**src/isa_pkg.sv**
```systemverilog
package isa_pkg;

    localparam int NUM_REGS = 16;
    localparam int IMM_WIDTH = 20;

    typedef logic [$clog2(NUM_REGS)-1:0] reg_addr_t;

    typedef enum logic [3:0] {
        OP_ADD   = 4'h0,
        OP_SUB   = 4'h1,
        OP_AND   = 4'h2,
        OP_OR    = 4'h3,
        OP_ADDI  = 4'h4,
        OP_TID   = 4'h5,
        OP_MASK  = 4'h6,
        OP_BNZ   = 4'h7,
        OP_STORE = 4'h8,
        OP_HALT  = 4'h9
    } opcode_t;

    // Register form, rs2 sits in the top bits of the immediate field
    typedef struct packed {
        opcode_t                                  opcode;
        reg_addr_t                                rd;
        reg_addr_t                                rs1;
        reg_addr_t                                rs2;
        logic [IMM_WIDTH-$bits(reg_addr_t)-1:0]   unused;
    } r_view_t;

    typedef struct packed {
        opcode_t                opcode;
        reg_addr_t              rd;
        reg_addr_t              rs1;
        logic [IMM_WIDTH-1:0]   imm;
    } i_view_t;

    typedef union packed {
        r_view_t r_view;
        i_view_t i_view;
    } instr_t;

endpackage

```
**src/core_pkg.sv**
```systemverilog
package core_pkg;

    // Threads per warp
    localparam int NUM_LANES = 4;
    localparam int DATA_WIDTH = 32;
    // Word address of an instruction
    localparam int PC_WIDTH = 10;
    localparam int LANE_IDX_WIDTH = $clog2(NUM_LANES);

    typedef logic [DATA_WIDTH-1:0] data_t;
    typedef logic [PC_WIDTH-1:0] pc_t;

    // One bit per lane
    typedef logic [NUM_LANES-1:0] lane_mask_t;
    typedef logic [LANE_IDX_WIDTH-1:0] lane_idx_t;

    // One word per lane, lane 0 in the low word
    typedef data_t [NUM_LANES-1:0] lane_data_t;

endpackage

```
**src/issue_if.sv**
```systemverilog
`timescale 1ns/1ps

// Decoded instruction, one-cycle valid pulse
interface issue_if;
    import isa_pkg::*;
    import core_pkg::*;

    logic      valid;
    opcode_t   op;
    reg_addr_t rd;
    reg_addr_t rs1;
    reg_addr_t rs2;
    data_t     imm;
    data_t     offset;

    modport source (output valid, op, rd, rs1, rs2, imm, offset);
    modport sink (input valid, op, rd, rs1, rs2, imm, offset);
endinterface


```
**src/decode_stage.sv**
```systemverilog
`timescale 1ns/1ps

module decode_stage (
    input  logic            clk,
    input  logic            reset,
    input  logic            fetched,
    input  isa_pkg::instr_t instr,
    issue_if.source         issue
);
    import isa_pkg::*;
    import core_pkg::*;

    logic [IMM_WIDTH-1:0] raw_imm;
    data_t                imm_sext;
    data_t                imm_zext;

    // Immediate field seen through the i_view of the word
    assign raw_imm  = instr.i_view.imm;
    assign imm_sext = {{(DATA_WIDTH-IMM_WIDTH){raw_imm[IMM_WIDTH-1]}}, raw_imm};
    // Branch offsets are forward only
    assign imm_zext = {{(DATA_WIDTH-IMM_WIDTH){1'b0}}, raw_imm};

    always_ff @(posedge clk) begin
        if (reset) begin
            issue.valid <= 1'b0;
        end else begin
            issue.valid <= fetched;
        end
    end

    // Fields hold until the next fetch so execute may read them late
    always_ff @(posedge clk) begin
        if (fetched) begin
            issue.op     <= instr.r_view.opcode;
            issue.rd     <= instr.r_view.rd;
            issue.rs1    <= instr.r_view.rs1;
            issue.rs2    <= instr.r_view.rs2;
            // ADDI and STORE use the signed form
            issue.imm    <= imm_sext;
            issue.offset <= imm_zext;
        end
    end

endmodule

```
**src/flat_wrapper.sv**
```systemverilog
// flat-port wrapper written by rule: the top's interface ports become plain ports
module decode_stage_flat import isa_pkg::*; import core_pkg::*;
  (clk, reset, fetched, instr, issue_valid, issue_op, issue_rd, issue_rs1, issue_rs2, issue_imm, issue_offset);
  issue_if issue_i ();
  input  logic clk;
  input  logic reset;
  input  logic fetched;
  input  isa_pkg::instr_t instr;
  output wire logic [$bits(issue_i.valid)-1:0] issue_valid;
  output wire logic [$bits(issue_i.op)-1:0] issue_op;
  output wire logic [$bits(issue_i.rd)-1:0] issue_rd;
  output wire logic [$bits(issue_i.rs1)-1:0] issue_rs1;
  output wire logic [$bits(issue_i.rs2)-1:0] issue_rs2;
  output wire logic [$bits(issue_i.imm)-1:0] issue_imm;
  output wire logic [$bits(issue_i.offset)-1:0] issue_offset;
  assign issue_valid = issue_i.valid;
  assign issue_op = issue_i.op;
  assign issue_rd = issue_i.rd;
  assign issue_rs1 = issue_i.rs1;
  assign issue_rs2 = issue_i.rs2;
  assign issue_imm = issue_i.imm;
  assign issue_offset = issue_i.offset;
  decode_stage u_core (.clk(clk), .reset(reset), .fetched(fetched), .instr(instr), .issue(issue_i));
endmodule
```
**config.mk**
```make
export PLATFORM = sky130hd
export DESIGN_NAME = decode_stage_flat
export DESIGN_NICKNAME = d
export VERILOG_FILES = /design/src/isa_pkg.sv /design/src/core_pkg.sv /design/src/issue_if.sv /design/src/decode_stage.sv /design/src/flat_wrapper.sv
export SDC_FILE = /design/constraint.sdc
export NUM_CORES = 1
export LEC_CHECK = 0
export ABC_AREA = 1
export ABC_CLOCK_PERIOD_IN_PS = 1550
export BUFFER_PORTS_ARGS = -buffer_cell sky130_fd_sc_hd__buf_2
export CAP_MARGIN = 0
export CORE_AREA = 3 3 63 65
export DETAILED_ROUTE_END_ITERATION = 8
export DIE_AREA = 0 0 66 68
export GPL_TIMING_DRIVEN = 0
export PLACE_DENSITY = 0.81
export SLEW_MARGIN = 20
export SYNTH_ARGS = -nofsm -noshare
export SYNTH_HDL_FRONTEND = slang
export SYNTH_SLANG_ARGS = --single-unit
```
**constraint.sdc**
```tcl
create_clock -name clk -period 1.55 [get_ports clk]
set_input_delay 0.155 -clock clk [delete_from_list [all_inputs] [get_ports clk]]
set_output_delay 0.155 -clock clk [all_outputs]
set_load 0.01 [all_outputs]
```
======== After elaboration in Yosys (flattened, before gate mapping) ========
Cells that the tools add are included.
storage, ports and cells
  bits in registers ....................... 57
  bits of input ports ..................... 35
  output and inout port bits .............. 81

======== Logic depth before layout (Yosys ltp) ========
  word-level depth ........................ 0
  depth in mapped cells ................... 2
  gate-level depth less buffers ........... 2

======== Worst setup path before layout ========
OpenSTA, ideal clock, no wires.
  kind .................................... reg-to-output
  start point ............................. register u_core.issue.imm[19] (netlist name)
  end point ............................... output port issue_imm[20]
  setup slack ............................. 625 ps
  stages on the path, launching flop included .. 2
  arrival ................................. 770 ps
  data required time ...................... 1,395 ps
  cells stage by stage .................... edfxtp_1 buf_4
RTL lines
  item           RTL line            source
  end, declared  flat_wrapper.sv:14  output wire logic [$bits(issue_i.imm)-1:0] issue_imm;
No word-level cell between the ends.

======== Final worst setup path ========
  start point ............................. register u_core.issue.imm[19] (netlist name)
  end point ............................... output port issue_imm[27]
No word-level cell between the ends.

==> impl_metrics.csv <==
group,metric,value,unit
global_route,overflow,0,
power_and_ir_drop,p_leak,1.18,nW
synthesis,synthCells,84,
place,place_inst,244,
die,core,0.00339,sq mm
global_route,grt_usage,15.8,%
cells_and_area,nFillCells,236,
global_route,top_usage_layer,"met2",
global_route,gr-usage-met1,17.3,%
timing,timing.fmax,723,MHz
die,die_w,66,um
synthesis,yosysSeqAreaShare,72.4,%
timing,holdWs,0.0250,ns
cells_and_area,finalNonFillerCells,284,
die,die_y,68,um
worst_hold_path,min_path_type,"in -> reg",
synthesis,synthSimpleGateAreaFrac,0.462,%
timing,tns,0,ns
route,first_iter_violations,21,
place,hpwl,2220,um
clock_tree,htreeDepth,2,
worst_setup_path,crit_type,"reg -> out",
route,firstDrtPassIters,4,
timing,worst_pin_slew,0.715,ns
worst_hold_path,hp-start,"instr[25]",
flow_run,cap_viol_max_count,0,
synthesis,ys_seq_elements,33,
global_route,grt_first_pass_wirelength,4990,um
synthesis,synth.area.mux_share,0,%
timing,finalHoldViolCount,0,
worst_setup_path,critPathTopFamily,"flip-flops",
synthesis,synth_cell_types,6,
worst_setup_path,cp_slowest_stage_delay,0.57,ns
timing,drv_slew,0,
global_route,first_global_vias,1013,
clock_tree,cts_buffer_depth,2,
worst_setup_path,cp-end-kind,"primary output",
place,gp_congestion,0.662,
route,drt-total-wl,3600,um
route,ant_nets,0,
timing,finalSetupViolCount,0,
timing,maxSlewHeadroom,52.3,%
global_route,antenna_found_initial,0,
synthesis,synth_area,0.00136,sq mm
synthesis,synth_top_family_by_area,"buffers and inverters",
clock_tree,cts_buffers,5,
worst_setup_path,crit_slowest_cell,"edfxtp_1",
synthesis,yosysWarnings,0,
worst_setup_path,critical_path_buf_inv_count,2,
worst_setup_path,cp.depth,2,
die,die_area,0.00449,sq mm
die,initial_core_util,40.0,%
cells_and_area,drive_gt1_share,66.4,%
synthesis,synth_compound_area_share,0,%
route,vias,1071,
cells_and_area,syn_to_final_growth,72.7,%
die,pin_count,116,
cells_and_area,antenna_cells,0,
place,portBuffers,103,
clock_tree,root_buffer,"clkbuf_4",
route,viasPerCell,3.77,
power_and_ir_drop,power_density,861,mW/mm^2
worst_setup_path,cp.required,1.39,ns
worst_hold_path,hold_depth,1,
worst_setup_path,crit_path_start,"u_core.issue.imm[19]",
clock_tree,cts_resized,0,
worst_setup_path,crit_path_max_fanout,15,
synthesis,synth_xor_area_share,0,%
global_route,grt_max_degree,34,
clock_tree,postCtsHoldBufs,27,
worst_setup_path,path_cells,"buf_4 -> buf_2",
cells_and_area,layout_commonest_cell,"buf_2",
status,status,"completed",
global_route,met3_usage,8.70,%
cells_and_area,fin_util,69.0,%
worst_setup_path,cp.arrival,1.23,ns
synthesis,synthAdderAreaFrac,0,%
synthesis,avgSynthCellArea,16.1,sq um
worst_setup_path,start_kind,"flop",
clock_tree,cts_sinks,33,
clock_tree,cts_tree,"done",
power_and_ir_drop,vdd_ir_drop_max,0.000551,V
clock_tree,clk_pin_slew_worst_paths,0.10,ns
die,rows,21,
timing,period_needed,1.38,ns
cells_and_area,final_cell_mix,"buf_2, buf_4, dlygate4sd3_1, edfxtp_1, conb_1",
route,wl_per_cell,12.7,um
clock_tree,cts_setup_buffers,0,
timing,rsz0062_at_grt,"false",
timing,final.period_utilization,89.2,%
cells_and_area,nNetsFinal,272,
route,drc_errors,0,
global_route,grt.met2_usage,25.3,%
-- final timing paths --
| check | slack, ns | endpoint |
|---|---|---|
| max | 0.17 | issue_imm[27] |
| min | 0.03 | u_core.issue.rd[1] |
-- cell usage after synthesis --
library cell,n,share of area [%]
conb_1,1,0.28
dfxtp_1,1,1.5
nor2_2,1,0.46
inv_1,1,0.28
buf_4,48,27
edfxtp_1,32,71
-- flip-flops by register name (all words and copies together) (netlist names) --
name and count:
u_core.issue.op 4, u_core.issue.rd 4, u_core.issue.imm 20, u_core.issue.valid 1
u_core.issue.rs1 4
-- kinds of logic after synthesis --
| group | Yosys count |
|---|---|
| buf+inv | 49 |
| other cells | 1 |
| flops | 33 |
| simple gates | 1 |
-- metal layers --
metal | up-vias | share of wire, %
li1 | 527 | -
met1 | 446 | 36
met2 | 92 | 45
met3 | 6 | 17
met4 | 0 | 1.6
met5 | - | 0
-- cell type report --
cell class                 count  area (sq um)  area share, %
sequential                    33           981           41.9
timing repair buffer         135           836           35.7
clock inverter                 3          12.5          0.535
buffer                        48           360           15.4
multi-input combinational     13          51.3           2.19
clock buffer                   5          37.5           1.60
inverter                       1          3.75          0.160
tap                           46          57.6           2.46
-- where the power goes --
part / leakage (nW) / total, mW / internal (mW) / switching [mW]
registers: 0.322 / 1.09 / 1.06 / 0.0356
logic: 0.824 / 0.475 / 0.276 / 0.199
clock network: 0.0300 / 0.447 / 0.164 / 0.283
-- per-stage QoR --
stage	total power, mW	setup slack (ns)	instance area (sq um)
after floorplan	1.32	0.625	1400
after global placement	1.51	0.461	1970
after detailed placement	1.52	0.444	1970
after CTS	2.00	0.141	2290
after global routing	2.12	0.0706	2340
final	2.01	0.168	2340
Power figures use the tool's default switching activity.
