File: config.mk
export PLATFORM = sky130hd
export DESIGN_NAME = fetch_stage
export DESIGN_NICKNAME = d
export VERILOG_FILES = /design/src/isa_pkg.sv /design/src/core_pkg.sv /design/src/fetch_stage.sv
export SDC_FILE = /design/constraint.sdc
export NUM_CORES = 1
export LEC_CHECK = 0
export BUFFER_PORTS_ARGS = -buffer_cell sky130_fd_sc_hd__buf_2
export CAP_MARGIN = 0
export CORE_ASPECT_RATIO = 0.9
export CORE_MARGIN = 5
export CORE_UTILIZATION = 35
export DETAILED_ROUTE_END_ITERATION = 10
export PLACE_DENSITY = 0.68
export SYNTH_ARGS = -nofsm -noshare
export SYNTH_HDL_FRONTEND = slang
export SYNTH_SLANG_ARGS = --single-unit
File: constraint.sdc
create_clock -name clk -period 3.26 [get_ports clk]
set_clock_uncertainty 0.15 [all_clocks]
set_input_delay 0.326 -clock clk [delete_from_list [all_inputs] [get_ports clk]]
set_output_delay 0.326 -clock clk [all_outputs]
set_load 0.05 [all_outputs]
File: src/isa_pkg.sv
package isa_pkg;

    localparam int NUM_REGS = 16;
    localparam int IMM_WIDTH = 20;

    typedef logic [$clog2(NUM_REGS)-1:0] reg_addr_t;

    typedef enum logic [3:0] {
        OP_ADD   = 4'h0,
        OP_SUB   = 4'h1,
        OP_AND   = 4'h2,
        OP_OR    = 4'h3,
        OP_ADDI  = 4'h4,
        OP_TID   = 4'h5,
        OP_MASK  = 4'h6,
        OP_BNZ   = 4'h7,
        OP_STORE = 4'h8,
        OP_HALT  = 4'h9
    } opcode_t;

    // Register form, rs2 sits in the top bits of the immediate field
    typedef struct packed {
        opcode_t                                  opcode;
        reg_addr_t                                rd;
        reg_addr_t                                rs1;
        reg_addr_t                                rs2;
        logic [IMM_WIDTH-$bits(reg_addr_t)-1:0]   unused;
    } r_view_t;

    typedef struct packed {
        opcode_t                opcode;
        reg_addr_t              rd;
        reg_addr_t              rs1;
        logic [IMM_WIDTH-1:0]   imm;
    } i_view_t;

    typedef union packed {
        r_view_t r_view;
        i_view_t i_view;
    } instr_t;

endpackage

File: src/core_pkg.sv
package core_pkg;

    // Threads per warp
    localparam int NUM_LANES = 4;
    localparam int DATA_WIDTH = 32;
    // Word address of an instruction
    localparam int PC_WIDTH = 10;
    localparam int LANE_IDX_WIDTH = $clog2(NUM_LANES);

    typedef logic [DATA_WIDTH-1:0] data_t;
    typedef logic [PC_WIDTH-1:0] pc_t;

    // One bit per lane
    typedef logic [NUM_LANES-1:0] lane_mask_t;
    typedef logic [LANE_IDX_WIDTH-1:0] lane_idx_t;

    // One word per lane, lane 0 in the low word
    typedef data_t [NUM_LANES-1:0] lane_data_t;

endpackage

File: src/fetch_stage.sv
`timescale 1ns/1ps

module fetch_stage (
    input  logic             clk,
    input  logic             reset,
    input  logic             start,
    input  logic             retire,
    input  core_pkg::pc_t    next_pc,
    input  logic             halt,
    output logic             imem_cyc,
    output logic             imem_stb,
    output core_pkg::pc_t    imem_adr,
    input  isa_pkg::instr_t  imem_rdata,
    input  logic             imem_ack,
    output logic             fetched,
    output isa_pkg::instr_t  instr,
    output logic             halted
);
    import core_pkg::*;

    typedef enum logic [1:0] {
        ST_IDLE,
        ST_REQ,
        ST_WAIT,
        ST_HALTED
    } fetch_state_t;

    fetch_state_t state;
    pc_t          pc;

    // Bus request is held for the whole request state
    assign imem_cyc = (state == ST_REQ);
    assign imem_stb = (state == ST_REQ);
    assign imem_adr = pc;

    always_ff @(posedge clk) begin
        if (reset) begin
            state   <= ST_IDLE;
            pc      <= '0;
            fetched <= 1'b0;
            halted  <= 1'b0;
        end else begin
            fetched <= 1'b0;
            case (state)
                ST_IDLE, ST_HALTED: begin
                    if (start) begin
                        pc     <= '0;
                        halted <= 1'b0;
                        state  <= ST_REQ;
                    end
                end
                ST_REQ: begin
                    if (imem_ack) begin
                        fetched <= 1'b1;
                        state   <= ST_WAIT;
                    end
                end
                ST_WAIT: begin
                    // Wait for execute to retire before the next fetch
                    if (retire) begin
                        if (halt) begin
                            halted <= 1'b1;
                            state  <= ST_HALTED;
                        end else begin
                            pc    <= next_pc;
                            state <= ST_REQ;
                        end
                    end
                end
                default: state <= ST_IDLE;
            endcase
        end
    end

    always_ff @(posedge clk) begin
        if (imem_cyc && imem_ack) begin
            instr <= imem_rdata;
        end
    end

    a_stb_has_cyc: assert property (@(posedge clk) disable iff (reset)
        imem_stb |-> imem_cyc);

    // Address stays put while the slave inserts wait states
    a_req_held: assert property (@(posedge clk) disable iff (reset)
        (imem_stb && !imem_ack) |=> (imem_stb && $stable(imem_adr)));

endmodule

; ---- Word level (Yosys, flattened, before mapping)
; Index checks and enable logic that the tools add are counted.
; Widths: inputs -> output; s select.
[op_classes]
bitwise = 1
reduce_logical = 8
eq_ne = 8
mux = 14
[op_table]
columns = cell, n
row1 = $mux 10, 3
row2 = $pmux 10 s2, 1
row3 = $mux 2, 4
row4 = $ne 2x2->1 const B, 4
row5 = $reduce_and 4->1, 2
row6 = $pmux 2 s3, 1
row7 = $eq 2x2->1 const B, 2
row8 = $mux 1, 4
row9 = $reduce_or 2->1, 2
row10 = $reduce_and 3->1, 1
row11 = $eq 2x1->1 const B, 1
row12 = $logic_not 2->1, 1
row13 = $ne 2x1->1 const B, 1
row14 = $pmux 1 s2, 1
row15 = $reduce_bool 2->1, 1
row16 = $logic_and 1x1->1, 1
row17 = $not 1->1, 1
[totals]
out_inout_bits = 46
wordCells = 36
inputBits = 48
reg_bits = 46

; ---- Depth between registers and ports, before layout
[logic_depth]
depth_word = 4
ltp_mapped = 6
mapped_depth_nobuf = 5

; ---- Worst setup path after synthesis
; Ideal clock, no wire load.
[synth_path]
path_type = register -> register
from = register state[1]
to = register instr[0] (netlist bit) (enable)
required_ps = 2718
t_arrival_ps = 1822
stages_incl_launch_ff = 4
path_slack_ps = 895
setup_time_ps = 392
synth_period_minus_slack_ps = 2365
path_buffers = 0
path_cell_list = dfxtp_1 inv_1 ha_1 and2_1
[synth_between]
elab_chain_cells = 2
[synth_lines]
columns = item, line_no
row1 = from (decl), fetch_stage.sv:28  ; fetch_state_t state;
row2 = from (signal assigned), fetch_stage.sv:38  ; state <= ST_IDLE;
row3 = from (signal assigned), fetch_stage.sv:49  ; state <= ST_REQ;
row4 = from (signal assigned), fetch_stage.sv:55  ; state <= ST_WAIT;
row5 = $eq 2x1->1, fetch_stage.sv:32  ; assign imem_cyc = (state == ST_REQ);
row6 = via imem_cyc, fetch_stage.sv:10  ; output logic imem_cyc,
row7 = $logic_and 1x1->1, fetch_stage.sv:76  ; if (imem_cyc && imem_ack) begin
row8 = to (signal assigned), fetch_stage.sv:77  ; instr <= imem_rdata;
row9 = to (decl), fetch_stage.sv:16  ; output isa_pkg::instr_t instr,
; The timed path passes the listed nets, and every way through them passes these cells.
; A chain may end at the register's enable or synchronous reset.

; ---- Worst setup path after layout
[layout_path]
from = register state[0]
to = register pc[7], in the netlist imem_adr[7]
[layout_between]
elab_chain_cells = 4
elab_cells_between_ends = 10
cone_classes = eq/ne: 5 / mux: 1 / reduce/logical: 4
[layout_lines]
columns = item, line_no
row1 = $eq 2x2->1 / $logic_not 2->1 (equally long branches), fetch_stage.sv:44  ; case (state)
row2 = $reduce_or 2->1, fetch_stage.sv:44
row3 = $ne 2x2->1 (no line) / $reduce_bool 2->1 (equally long branches), n/a
row4 = $reduce_and 4->1 (no line), n/a
row5 = to (signal assigned), fetch_stage.sv:65  ; pc <= next_pc;
row6 = to (decl), fetch_stage.sv:29  ; pc_t pc;
; Parallel ways exist; a longest one is shown, timed or not.

==> flow_metrics.tcl <==
set metrics [dict create \
    r2r_slack_ps 1200 \
    clkTransAtPathRegs_ps 80 \
    cts_setup_buffers 0 \
    crit_fanout 12 \
    synth_most_common_cell "edfxtp_1" \
    fin_crit_ps 2060 \
    core_um2 4550 \
    grt_overflow 0 \
    whs_path_depth 1 \
    report.final.slew_viol_count 0 \
    ant_nets 0 \
    r2r_start "state[0]" \
    end_kind "flop" \
    totalWireLength_um 3650 \
    setup_tns_ps 0 \
    clockBufferDepth 2 \
    p_leak_uw 0.000958 \
    cts_root_buffer "clkbuf_8" \
    async_flop_share 0 \
    pre_cts_slack_ps 1240 \
    ys_top_cells_by_area "edfxtp_1 57%, dfxtp_1 17%, o311ai_0 5.2%, o31ai_1 4.5%, ha_1 3.0%" \
    synth_cells 110 \
    drt-vias-per-instance 4.69 \
    ys_ff_latch 46 \
    ys.warnings.count 0 \
    relSlewSlack 0.415 \
    synth.top_cells.by_count "32 x edfxtp_1, 14 x dfxtp_1, 10 x o311ai_0, 10 x o31ai_1, 9 x nand2_1" \
    crit_chain "inv_1 -> ha_1 -> a21o_1 -> or3_4 -> o31ai_1" \
    drt-initial-drc-count 75 \
    worst_pin_slew_ps 876 \
    die_area_um2 6260 \
    power_density_nw_per_um2 587 \
    gp_congestion 0.778 \
    fin_ws_ps 1200 \
    yosysSeqAreaShare 0.742 \
    maxCapViolCount 0 \
    postCtsResizedCells 0 \
    hold_path_class "input port to flop" \
    dr.pass1.iters 4 \
    area_growth_pct 35.5 \
    fp.dieH_um 75.6 \
    cts_hold_buf 0 \
    die_x_um 82.9 \
    vias 1247 \
    synth_flop_cell "edfxtp_1" \
    grt_first_pass_wirelength_um 5860 \
    syn_area_per_cell_um2 15.2 \
    reg2regPathDepth 5 \
    port_buffers 93 \
    dp.cells 258 \
    clk_latency_ps 290 \
    cts_buffers 5 \
    cpMaxStageDelayCell "or3_4" \
    final_core_utilization 0.498 \
    htreeDepth 2 \
    antenna_found_initial 0 \
    start_util 0.368 \
    hold_end "instr[2]" \
    cp_slowest_stage_delay_ps 430 \
    status "finished, final reports clean" \
    grt_max_degree 34 \
    syn-num-nets 162 \
    final-instance-count-excl-fill 266 \
    cts_tree "built" \
    yosys.area.top_type "edfxtp_1" \
    hp-start "imem_rdata[2]" \
    antennaDiodeCount 0 \
    worstSetupPathType "flop to flop" \
    setup_viol 0 \
    ios 94 \
    yosys.cell_types.count 23 \
    n_fill_cell 430 \
    wire_per_inst_um 13.7 \
    fmax_mhz 486 \
    drive_above_1_share 0.505 \
    rsz0062_at_grt "false" \
    vdd_ir_drop_max_mv 0.202 \
    fin_crit_sh 0.631 \
    first_global_vias 1207 \
    cp.arrival_ps 2110 \
    syn-cell-area_um2 1670 \
    finalHoldViolCount 0 \
    num_rows 23 \
    remaining_drc_errors 0 \
    yosys.area.top_type_share 0.574 \
    clock-sinks 46 \
    start_kind "flop" \
    required_ps 3310 \
    grt_usage 0.119 \
    nNetsFinal 255 \
    worst_r2r_endpoint "imem_adr[7]" \
    synth_edf_count 32 \
]
placed cells by master, fill, tap and decap left out, drive strengths merged:
master / n
buf: 94
edfxtp: 32
dfxtp: 14
o311ai: 10
o31ai: 10
nand2: 9
clkbuf: 5
a21oi: 4
ha: 4
inv: 3
nor2b: 3
and2: 2
nand3: 2
o21ai: 2
or4: 2
clkinvlp: 2
a21o: 1
or3: 1
or2b: 1
a31oi: 1
nor3: 1
clkinv: 1
metal layers:
metal | up-vias | share of wire | global-route usage
li1 | 608 | - | -
met1 | 545 | 0.46 | 0.147
met2 | 88 | 0.42 | 0.187
met3 | 6 | 0.11 | 0.0584
met4 | 0 | 0.0093 | 0.0327
met5 | - | 0 | 0
power by group:
group / switching [uW] / internal, uW / total [uW] / leakage (uW)
sequential: 11.8 / 674 / 685 / 0.000407
combinational: 241 / 80.5 / 322 / 0.000513
clock: 176 / 146 / 322 / 0.0000377
total: 429 / 900 / 1330 / 0.000958
flip-flops by register name (all words and copies together) (netlist names):
name / count
state: 2
imem_adr: 10
halted: 1
instr: 32
fetched: 1
critical path, delay by kind of cell (launching register included):
kind,cells,cell delay (ps)
buffers and inverters,1,80
AO/OA/AOI/OAI,2,580
adder cells (fa/ha/maj),1,340
AND/OR/NAND/NOR,1,430
flip-flops,1,390
logic make-up after synthesis:
kind of cell	count (synthesis)	synth area share
buffers and inverters	11	0.0322
AND/OR/NAND/NOR	21	0.0725
AO/OA/AOI/OAI	28	0.123
adder cells (fa/ha/maj)	4	0.0299
flip-flops	46	0.742
layout make-up:
class                      count  area, um2  area share
sequential                    46       1240       0.548
inverter                       3       11.3     0.00497
clock buffer                   5       68.8      0.0304
multi-input combinational     53        378       0.167
clock inverter                 3       16.3     0.00718
timing repair buffer          94        473       0.209
tap                           62       77.6      0.0342
per-stage QoR:
step | hold WS [ps] | area [um2] | power, uW
CTS | 43.4 | 2270 | 1350
finish | 56.8 | 2270 | 1330
global placement | 345 | 2180 | 1020
global route | 32.3 | 2270 | 1410
floorplan | 275 | 1670 | 949
detailed placement | 340 | 2180 | 1020
worst max path at each step:
stage | endpoint | from | slack, ps
6_report | imem_adr[7] | state[0] | 1200
5_1_grt | imem_adr[7] | state[0] | 1070
3_5_place_dp | imem_adr[7] | state[0] | 1240
3_3_place_gp | imem_adr[7] | state[0] | 1320
4_1_cts | imem_adr[7] | state[0] | 1220
2_1_floorplan | instr[0] | state[1] | 900
Power figures use the tool's default switching activity.
