--- src/isa_pkg.sv ---
package isa_pkg;

    localparam int NUM_REGS = 16;
    localparam int IMM_WIDTH = 20;

    typedef logic [$clog2(NUM_REGS)-1:0] reg_addr_t;

    typedef enum logic [3:0] {
        OP_ADD   = 4'h0,
        OP_SUB   = 4'h1,
        OP_AND   = 4'h2,
        OP_OR    = 4'h3,
        OP_ADDI  = 4'h4,
        OP_TID   = 4'h5,
        OP_MASK  = 4'h6,
        OP_BNZ   = 4'h7,
        OP_STORE = 4'h8,
        OP_HALT  = 4'h9
    } opcode_t;

    // Register form, rs2 sits in the top bits of the immediate field
    typedef struct packed {
        opcode_t                                  opcode;
        reg_addr_t                                rd;
        reg_addr_t                                rs1;
        reg_addr_t                                rs2;
        logic [IMM_WIDTH-$bits(reg_addr_t)-1:0]   unused;
    } r_view_t;

    typedef struct packed {
        opcode_t                opcode;
        reg_addr_t              rd;
        reg_addr_t              rs1;
        logic [IMM_WIDTH-1:0]   imm;
    } i_view_t;

    typedef union packed {
        r_view_t r_view;
        i_view_t i_view;
    } instr_t;

endpackage

--- src/core_pkg.sv ---
package core_pkg;

    // Threads per warp
    localparam int NUM_LANES = 4;
    localparam int DATA_WIDTH = 32;
    // Word address of an instruction
    localparam int PC_WIDTH = 10;
    localparam int LANE_IDX_WIDTH = $clog2(NUM_LANES);

    typedef logic [DATA_WIDTH-1:0] data_t;
    typedef logic [PC_WIDTH-1:0] pc_t;

    // One bit per lane
    typedef logic [NUM_LANES-1:0] lane_mask_t;
    typedef logic [LANE_IDX_WIDTH-1:0] lane_idx_t;

    // One word per lane, lane 0 in the low word
    typedef data_t [NUM_LANES-1:0] lane_data_t;

endpackage

--- src/issue_if.sv ---
`timescale 1ns/1ps

// Decoded instruction, one-cycle valid pulse
interface issue_if;
    import isa_pkg::*;
    import core_pkg::*;

    logic      valid;
    opcode_t   op;
    reg_addr_t rd;
    reg_addr_t rs1;
    reg_addr_t rs2;
    data_t     imm;
    data_t     offset;

    modport source (output valid, op, rd, rs1, rs2, imm, offset);
    modport sink (input valid, op, rd, rs1, rs2, imm, offset);
endinterface

// Per-lane store request toward the store unit
interface store_if;
    import core_pkg::*;

    logic       req;
    lane_mask_t mask;
    lane_data_t addr;
    lane_data_t data;
    logic       done;

    modport master (output req, mask, addr, data, input done);
    modport worker (input req, mask, addr, data, output done);
endinterface

--- src/lane_execute.sv ---
`timescale 1ns/1ps

module lane_execute (
    input  logic          clk,
    input  logic          reset,
    input  logic          start,
    issue_if.sink         issue,
    store_if.master       store,
    output logic          retire,
    output core_pkg::pc_t next_pc,
    output logic          halt
);
    import isa_pkg::*;
    import core_pkg::*;

    data_t      regs [NUM_LANES][NUM_REGS];
    lane_mask_t mask;
    pc_t        pc;
    logic       store_busy;

    lane_data_t rs1_val;
    lane_data_t rs2_val;
    lane_data_t alu_res;
    lane_mask_t nonzero;
    logic       writes_rd;
    logic       branch_taken;

    always_comb begin
        for (int l = 0; l < NUM_LANES; l++) begin
            rs1_val[l] = regs[l][issue.rs1];
            rs2_val[l] = regs[l][issue.rs2];
            nonzero[l] = (rs1_val[l] != '0);
            case (issue.op)
                OP_ADD:  alu_res[l] = rs1_val[l] + rs2_val[l];
                OP_SUB:  alu_res[l] = rs1_val[l] - rs2_val[l];
                OP_AND:  alu_res[l] = rs1_val[l] & rs2_val[l];
                OP_OR:   alu_res[l] = rs1_val[l] | rs2_val[l];
                OP_ADDI: alu_res[l] = rs1_val[l] + issue.imm;
                OP_TID:  alu_res[l] = data_t'(l);
                default: alu_res[l] = '0;
            endcase
        end
    end

    assign writes_rd = issue.op inside {OP_ADD, OP_SUB, OP_AND, OP_OR, OP_ADDI, OP_TID};

    // Uniform branch: every active lane must agree, empty mask never branches
    assign branch_taken = (mask != '0) && ((nonzero & mask) == mask);

    // Store vectors come straight from the held issue fields
    assign store.mask = mask;
    always_comb begin
        for (int l = 0; l < NUM_LANES; l++) begin
            store.addr[l] = rs1_val[l] + issue.imm;
            store.data[l] = rs2_val[l];
        end
    end

    always_ff @(posedge clk) begin
        if (reset || start) begin
            for (int l = 0; l < NUM_LANES; l++) begin
                for (int r = 0; r < NUM_REGS; r++) begin
                    regs[l][r] <= '0;
                end
            end
            mask       <= '1;
            pc         <= '0;
            next_pc    <= '0;
            retire     <= 1'b0;
            halt       <= 1'b0;
            store.req  <= 1'b0;
            store_busy <= 1'b0;
        end else begin
            retire    <= 1'b0;
            halt      <= 1'b0;
            store.req <= 1'b0;
            if (retire) begin
                pc <= next_pc;
            end
            if (issue.valid) begin
                if (issue.op == OP_BNZ && branch_taken) begin
                    next_pc <= pc + pc_t'(1) + issue.offset[PC_WIDTH-1:0];
                end else begin
                    next_pc <= pc + pc_t'(1);
                end
                if (writes_rd) begin
                    for (int l = 0; l < NUM_LANES; l++) begin
                        if (mask[l]) begin
                            regs[l][issue.rd] <= alu_res[l];
                        end
                    end
                end
                // MASK looks at all lanes, not only the active ones
                if (issue.op == OP_MASK) begin
                    mask <= nonzero;
                end
                if (issue.op == OP_STORE) begin
                    store.req  <= 1'b1;
                    store_busy <= 1'b1;
                end else begin
                    retire <= 1'b1;
                    halt   <= (issue.op == OP_HALT);
                end
            end else if (store_busy && store.done) begin
                store_busy <= 1'b0;
                retire     <= 1'b1;
            end
        end
    end

    // Fetch must not run ahead of an unfinished store
    a_no_issue_during_store: assert property (@(posedge clk) disable iff (reset)
        issue.valid |-> !store_busy);

endmodule

--- src/flat_wrapper.sv ---
// flat-port wrapper written by rule: the top's interface ports become plain ports
module lane_execute_flat import isa_pkg::*; import core_pkg::*;
  (clk, reset, start, retire, next_pc, halt, issue_valid, issue_op, issue_rd, issue_rs1, issue_rs2, issue_imm, issue_offset, store_req, store_mask, store_addr, store_data, store_done);
  issue_if issue_i ();
  store_if store_i ();
  input  logic clk;
  input  logic reset;
  input  logic start;
  output logic retire;
  output core_pkg::pc_t next_pc;
  output logic halt;
  input wire logic [$bits(issue_i.valid)-1:0] issue_valid;
  input wire logic [$bits(issue_i.op)-1:0] issue_op;
  input wire logic [$bits(issue_i.rd)-1:0] issue_rd;
  input wire logic [$bits(issue_i.rs1)-1:0] issue_rs1;
  input wire logic [$bits(issue_i.rs2)-1:0] issue_rs2;
  input wire logic [$bits(issue_i.imm)-1:0] issue_imm;
  input wire logic [$bits(issue_i.offset)-1:0] issue_offset;
  output wire logic [$bits(store_i.req)-1:0] store_req;
  output wire logic [$bits(store_i.mask)-1:0] store_mask;
  output wire logic [$bits(store_i.addr)-1:0] store_addr;
  output wire logic [$bits(store_i.data)-1:0] store_data;
  input wire logic [$bits(store_i.done)-1:0] store_done;
  assign issue_i.valid = issue_valid;
  assign issue_i.op = issue_op;
  assign issue_i.rd = issue_rd;
  assign issue_i.rs1 = issue_rs1;
  assign issue_i.rs2 = issue_rs2;
  assign issue_i.imm = issue_imm;
  assign issue_i.offset = issue_offset;
  assign store_req = store_i.req;
  assign store_mask = store_i.mask;
  assign store_addr = store_i.addr;
  assign store_data = store_i.data;
  assign store_i.done = store_done;
  lane_execute u_core (.clk(clk), .reset(reset), .start(start), .issue(issue_i), .store(store_i), .retire(retire), .next_pc(next_pc), .halt(halt));
endmodule
--- config.mk ---
export PLATFORM = sky130hd
export DESIGN_NAME = lane_execute_flat
export DESIGN_NICKNAME = d
export VERILOG_FILES = /design/src/isa_pkg.sv /design/src/core_pkg.sv /design/src/issue_if.sv /design/src/lane_execute.sv /design/src/flat_wrapper.sv
export SDC_FILE = /design/constraint.sdc
export NUM_CORES = 2
export LEC_CHECK = 0
export BUFFER_PORTS_ARGS = -buffer_cell sky130_fd_sc_hd__buf_2
export CORE_MARGIN = 4
export CORE_UTILIZATION = 46
export DETAILED_ROUTE_END_ITERATION = 16
export MAX_ROUTING_LAYER = met4
export SETUP_SLACK_MARGIN = 0.3
export SLEW_MARGIN = 20
export SYNTH_ARGS = -nofsm -noshare
export SYNTH_HDL_FRONTEND = slang
export SYNTH_SLANG_ARGS = --single-unit
export TNS_END_PERCENT = 10
--- constraint.sdc ---
create_clock -name clk -period 11.1 [get_ports clk]
set_input_delay 0.555 -clock clk [delete_from_list [all_inputs] [get_ports clk]]
set_output_delay 0.555 -clock clk [all_outputs]
set_load 0.02 [all_outputs]
## After elaboration in Yosys (flattened, before gate mapping)

Memories as Yosys holds them, arrays and structs flattened.
Index checks and enable logic that the tools add are counted.
W data, S select, Z words.

| storage, ports and cells | value |
|---|---|
| register bits after elaboration | 28 |
| memory bits (writable) | 2048 |
| input bits | 85 |
| word-level logic and storage cells | 4223 |
| memories kept | 1 |

| operators by class | value |
|---|---|
| $add $sub $neg | 14 |
| order comparisons | 4 |
| eq/ne operators | 11 |
| mux-type cells | 2108 |
| bitwise logic cells | 2061 |
| reductions and logical operators | 17 |

Memory list:

| name | depth | width | rd ports | clocked after memory_dff | wr ports | RTL line | RTL |
|---|---|---|---|---|---|---|---|
| u_core.regs | 4 | 512 | 4 | 0 | 4 | lane_execute.sv:16 | `data_t regs [NUM_LANES][NUM_REGS];` |

Operators with widths:

| kind | count |
|---|---|
| $mux W1 | 2073 |
| $mux W512 | 4 |
| $or A1 B1 Y1 | 2048 |
| $bmux W32 S4 | 8 |
| $pmux W32 S6 | 3 |
| $mux W32 | 17 |
| $add A32 B32 Y32 | 8 |
| $pmux W32 S5 | 1 |
| $and A32 B32 Y32 | 4 |
| $demux W32 S4 | 1 |
| $or A32 B32 Y32 | 4 |
| $reduce_bool A32 Y1 | 4 |
| $sub A32 B32 Y32 | 4 |
| $eq A4 B3 Y1 const B | 4 |
| $ge A5 B5 Y1 const B | 3 |
| $not A4 Y5 | 3 |
| $add A10 B1 Y10 const B | 1 |
| $add A10 B10 Y10 | 1 |
| $mux W10 | 1 |
| $eq A4 B2 Y1 const B | 2 |
| $eq A4 B4 Y1 const B | 2 |
| $reduce_bool A6 Y1 | 1 |
| $lt A5 B1 Y1 const B | 1 |
| $and A4 B4 Y4 | 1 |
| 12 further kinds | 16 |

## Depth between registers and ports, before layout

| logic depth | value |
|---|---|
| word-level depth | 10 |
| mapped depth | 31 |

## Worst setup path after synthesis

OpenSTA, ideal clock, no wires.

| path | value |
|---|---|
| path type | input to register |
| start point | in issue_rs2[3] |
| end point | mem u_core.regs[0][1020] (netlist bit), data pin |
| arrival | 6.691 ns |
| data required time | 10.759 ns |
| setup slack | 4.068 ns |
| stages | 27 |
| cell sequence | clkbuf_1 clkbuf_1 buf_1 clkbuf_1 clkbuf_1 buf_1 buf_1 nand2_1 o21a_1 ha_1 and2_1 and2_1 and2_1 nand2b_1 nand2_1 xor2_1 ha_1 a21oi_1 o21ai_0 a221oi_1 nand3_1 a31o_2 a41o_1 o41a_1 a21oi_1 a41oi_1 o31ai_1 |

RTL lines:

| item | RTL line | RTL |
|---|---|---|
| from (decl) | flat_wrapper.sv:16 | `input wire logic [$bits(issue_i.rs2)-1:0] issue_rs2;` |
| to (decl) | lane_execute.sv:16 |  |

## Final worst setup path

| path | value |
|---|---|
| start point | in issue_rs1[1] |
| end point | out store_addr[21] |

| on the way | value |
|---|---|
| cells in the longest elaborated chain, start to end | 5 |

Ends and longest elaborated chain:

| item | RTL line | RTL |
|---|---|---|
| from (decl) | flat_wrapper.sv:15 | `input wire logic [$bits(issue_i.rs1)-1:0] issue_rs1;` |
| $not A4 Y5 (implied by the code) | lane_execute.sv:30 | `rs1_val[l] = regs[l][issue.rs1];` |
| $bmux W32 S4 | lane_execute.sv:30 |  |
| $mux W32 (implied by the code) (2 in a row) | lane_execute.sv:30 |  |
| $add A32 B32 Y32 | lane_execute.sv:54 | `store.addr[l] = rs1_val[l] + issue.imm;` |
| to (decl) | flat_wrapper.sv:21 | `output wire logic [$bits(store_i.addr)-1:0] store_addr;` |

No other way between the ends. The select of a mux whose other input is x is not followed.

==> out/qor.csv <==
stage,metric,value,unit
status,outcome,"complete, no violations",
synthesis,muxShareOfSynthArea,21.4,%
synthesis,synth_edf_count,1056,
die,core_area,259000,um^2
critical_path,critPathSlowestCell,nand2b_1,
synthesis,yosys_warnings,0,
critical_path,critical_path_class,input port to output pin,
critical_path,endpoint_kind,output pin,
global_route,grt_overflow_total,0,
global_route,first_global_vias,96500,
critical_path,r2r_start,u_core.regs[0][1510],
job,max_cap_violations,0,
synthesis,synth_top_family_by_area,multiplexers,
finish,area_growth,10.8,%
clock_network,cts_root_buf,clkbuf_16,
routing,route.vias.total,102000,
critical_path,path_cells,"buf_8, buf_4, buf_4, nand2b_1, o221ai_1, o22ai_1, a21oi_1, ha_1, o21a_1, o21ai_0, o31ai_1, a21oi_1, o21bai_1, nand2_1, nand2b_1, a21oi_1, xnor2_1, buf_2",
timing,maxSlewViolCount,0,
synthesis,seq_area_frac_synth,43.5,%
finish,fill_cells,22700,
synthesis,synthArstFlopShare,0,%
die,die_width,518,um
synthesis,syn_area,120000,um^2
timing,min_period_over_period,72.5,%
synthesis,synthXorXnorAreaFrac,2.46,%
clock_network,cts_tree,done,
min_path,hold_path_class,input port to flop,
synthesis,synth_compound_area_share,14.2,%
die,ioPinCount,358,
routing,firstDrtPassIters,9,
die,chipHeight,518,um
critical_path,critPathMaxStageDelay,0.83,ns
critical_path,critical_path_buf_inv_count,4,
die,die-area,269000,um^2
clock_network,cts_max_level,4,
placed_design,dp_hpwl,318000,um
clock_network,cts_buffer_depth,3,
routing,totalWireLength,512000,um
global_route,grt_pass1_wl,715000,um
routing,ant_nets,0,
clock_network,clk_latency,0.92,ns
global_route,grt_antenna_before_repair,57,
timing,rsz0062_at_grt,false,
critical_path,critPathRequiredTime,10.55,ns
placed_design,io_buffer_count,335,
critical_path,cp_top_family,compound AO/OA/AOI/OAI gates,
power_and_ir_drop,p_leak,48.5,nW
timing,hold_viol,0,
clock_network,ctsResizeCount,0,
timing,timing.fmax,124,MHz
critical_path,worstPathArrival,7.49,ns
critical_path,cp_common_cell,a21oi_1,
clock_network,clock_sinks,2076,
synthesis,ys_ff_latch,2076,
synthesis,synthSimpleGateAreaFrac,11.7,%
timing,holdWs,0.0700,ns
finish,drive_above_1_share,20.0,%
die,initial_utilization,46.2,%
synthesis,yosysTopAreaCell,edfxtp_1,
timing,fin_skew,0.0495,ns
routing,routedWlPerCell,34.9,um
routing,drc,0,
global_route,grt_use_total,37.9,%
synthesis,synthCells,11100,
global_route,grt_max_degree,234,
finish,fin_nets,11400,
critical_path,worst-r2r-setup-slack,3.91,ns
critical_path,setup.worst_path.start,issue_rs1[1],
power_and_ir_drop,powerDensity,146,nW/um^2
clock_network,path_clk_slew,0.06,ns
power_and_ir_drop,peakVddDrop,0.000169,V
critical_path,cp_max_fo,66,
timing,tightest_slew,1.32,ns
timing,period_minus_slack,8.04,ns
timing,setup_viol,0,
critical_path,timing.rr.end,u_core.regs[0][1470],
die,num_rows,187,
synthesis,netlist_top_cells_area,"edfxtp_1 (26%), mux4_2 (19%), dfxtp_1 (17%)",
synthesis,synthAdderAreaFrac,2.99,%
routing,vias_per_cell,6.96,
synthesis,synth_commonest_cells,"nand2_1 (1300), nor2_1 (1157), edfxtp_1 (1056)",
synthesis,synth_most_common_cell,nand2_1,
routing,drt-initial-drc-count,15600,
synthesis,syn_nets,11400,
clock_network,cts_buffers,219,
synthesis,synth_top_area_share,26.5,%
synthesis,synth_flop_cell,edfxtp_1,
critical_path,setup.worst_path.end,store_addr[21],
timing,finalSetupTns,0,ns
placed_design,place.gp.congestion,0.969,
critical_path,cp.depth,18,
synthesis,ys_types,93,
critical_path,critPathLaunchType,input port,
synthesis,syn_area_per_cell,10.8,um^2
critical_path,ff2ff_path_depth,20,
timing,slew_headroom,12.1,%
state kept, by name, summed over array words and instances, names as in the netlist:
register and cells:
u_core.store.req 1, u_core.pc 10, u_core.store_busy 1, u_core.next_pc 10
u_core.halt 1, u_core.retire 1, u_core.regs 2048, u_core.store.mask 4
layout by cell type, fill, tap and decap left out, drive strengths merged, types with 140 or more instances in the layout:
cell	count
inv	140
nand2	1300
nand3	295
mux2i	224
xnor2	210
mux4	1027
a22oi	219
o21ai	661
ha	272
a21oi	1023
a21o	143
clkbuf	313
nor2	1157
dfxtp	1020
buf	658
edfxtp	1056
cells by family (layout without fill, tap and decap cells):
group / Yosys count / in the layout
AND/OR/NAND/NOR: 3266 / 3266
AO/OA/AOI/OAI: 2774 / 2774
flip-flops: 2076 / 2076
multiplexers: 1275 / 1275
buffers and inverters: 1052 / 1195
XOR/XNOR: 336 / 336
adder cells (fa/ha/maj): 281 / 281
other: 0 / 52
worst register-to-register path: cells and delay by family, from the launching register on:
family	cells	cell delay, ns
AOI/OAI and AO/OA	10	3.13
xor gates and xnor gates	1	0.16
muxes	2	1.04
and+or+nand+nor	6	1.91
DFF	1	0.40
adders and majority gates	1	0.39
timing repair:
item                                   CTS  global route
setup buffers                            0             0
hold buffers                             1             0
endpoints found under the hold margin    2             0
power by group:
| group | leakage (nW) | total [mW] | switching [mW] | internal (mW) |
|---|---|---|---|---|
| clock network | 3.49 | 7.49 | 3.29 | 4.19 |
| logic | 25.1 | 3.52 | 2.40 | 1.13 |
| registers | 20.0 | 8.31 | 0.0889 | 8.22 |
| total | 48.5 | 19.3 | 5.78 | 13.5 |
how the worst min path moves through the flow:
stage                     slack (ns)              endpoint            startpoint  cells after the start
after floorplan                 0.44  u_core.regs[0][1074]  u_core.regs[0][1074]                      2
after global placement          0.45  u_core.regs[0][1121]  u_core.regs[0][1121]                      2
after detailed placement        0.46  u_core.regs[0][1868]  u_core.regs[0][1868]                      2
after CTS                       0.03     u_core.next_pc[9]       issue_offset[9]                      4
after global routing            0.06     u_core.next_pc[9]       issue_offset[9]                      4
final                           0.07     u_core.next_pc[9]       issue_offset[9]                      4
routing by layer:
layer,GRT usage (%),vias up,wire length [um]
li1,-,42000,-
met1,48.7,50800,189000
met2,52.9,7599,216000
met3,12.2,1632,72000
met4,21.2,0,35000
met5,-,-,0
through the flow:
step / instance area (um^2) / setup slack, ns / total power [mW] / util, % / std cells
final: 133000 / 3.06 / 19.3 / 51.2 / 14700
after global routing: 133000 / 2.87 / 19.8 / 51.2 / 14600
after CTS: 132000 / 3.50 / 19.3 / 51.1 / 14600
after detailed placement: 125000 / 2.68 / 11.9 / 48.3 / 14200
after global placement: 125000 / 2.66 / 11.8 / 48.3 / 14200
after floorplan: 120000 / 4.07 / 10.6 / - / 11100
layout make-up:
cell class | count | area, um^2 | share of cell area (%)
Multi-Input combinational cell | 7932 | 64100 | 48.3
Sequential cell | 2076 | 52100 | 39.3
Clock buffer | 311 | 6120 | 4.61
Timing Repair Buffer | 661 | 4470 | 3.36
Tap cell | 3402 | 4260 | 3.21
Clock inverter | 96 | 1070 | 0.808
Inverter | 127 | 484 | 0.365
Antenna cell | 52 | 130 | 0.0981
(Power assumes the default switching activity.)
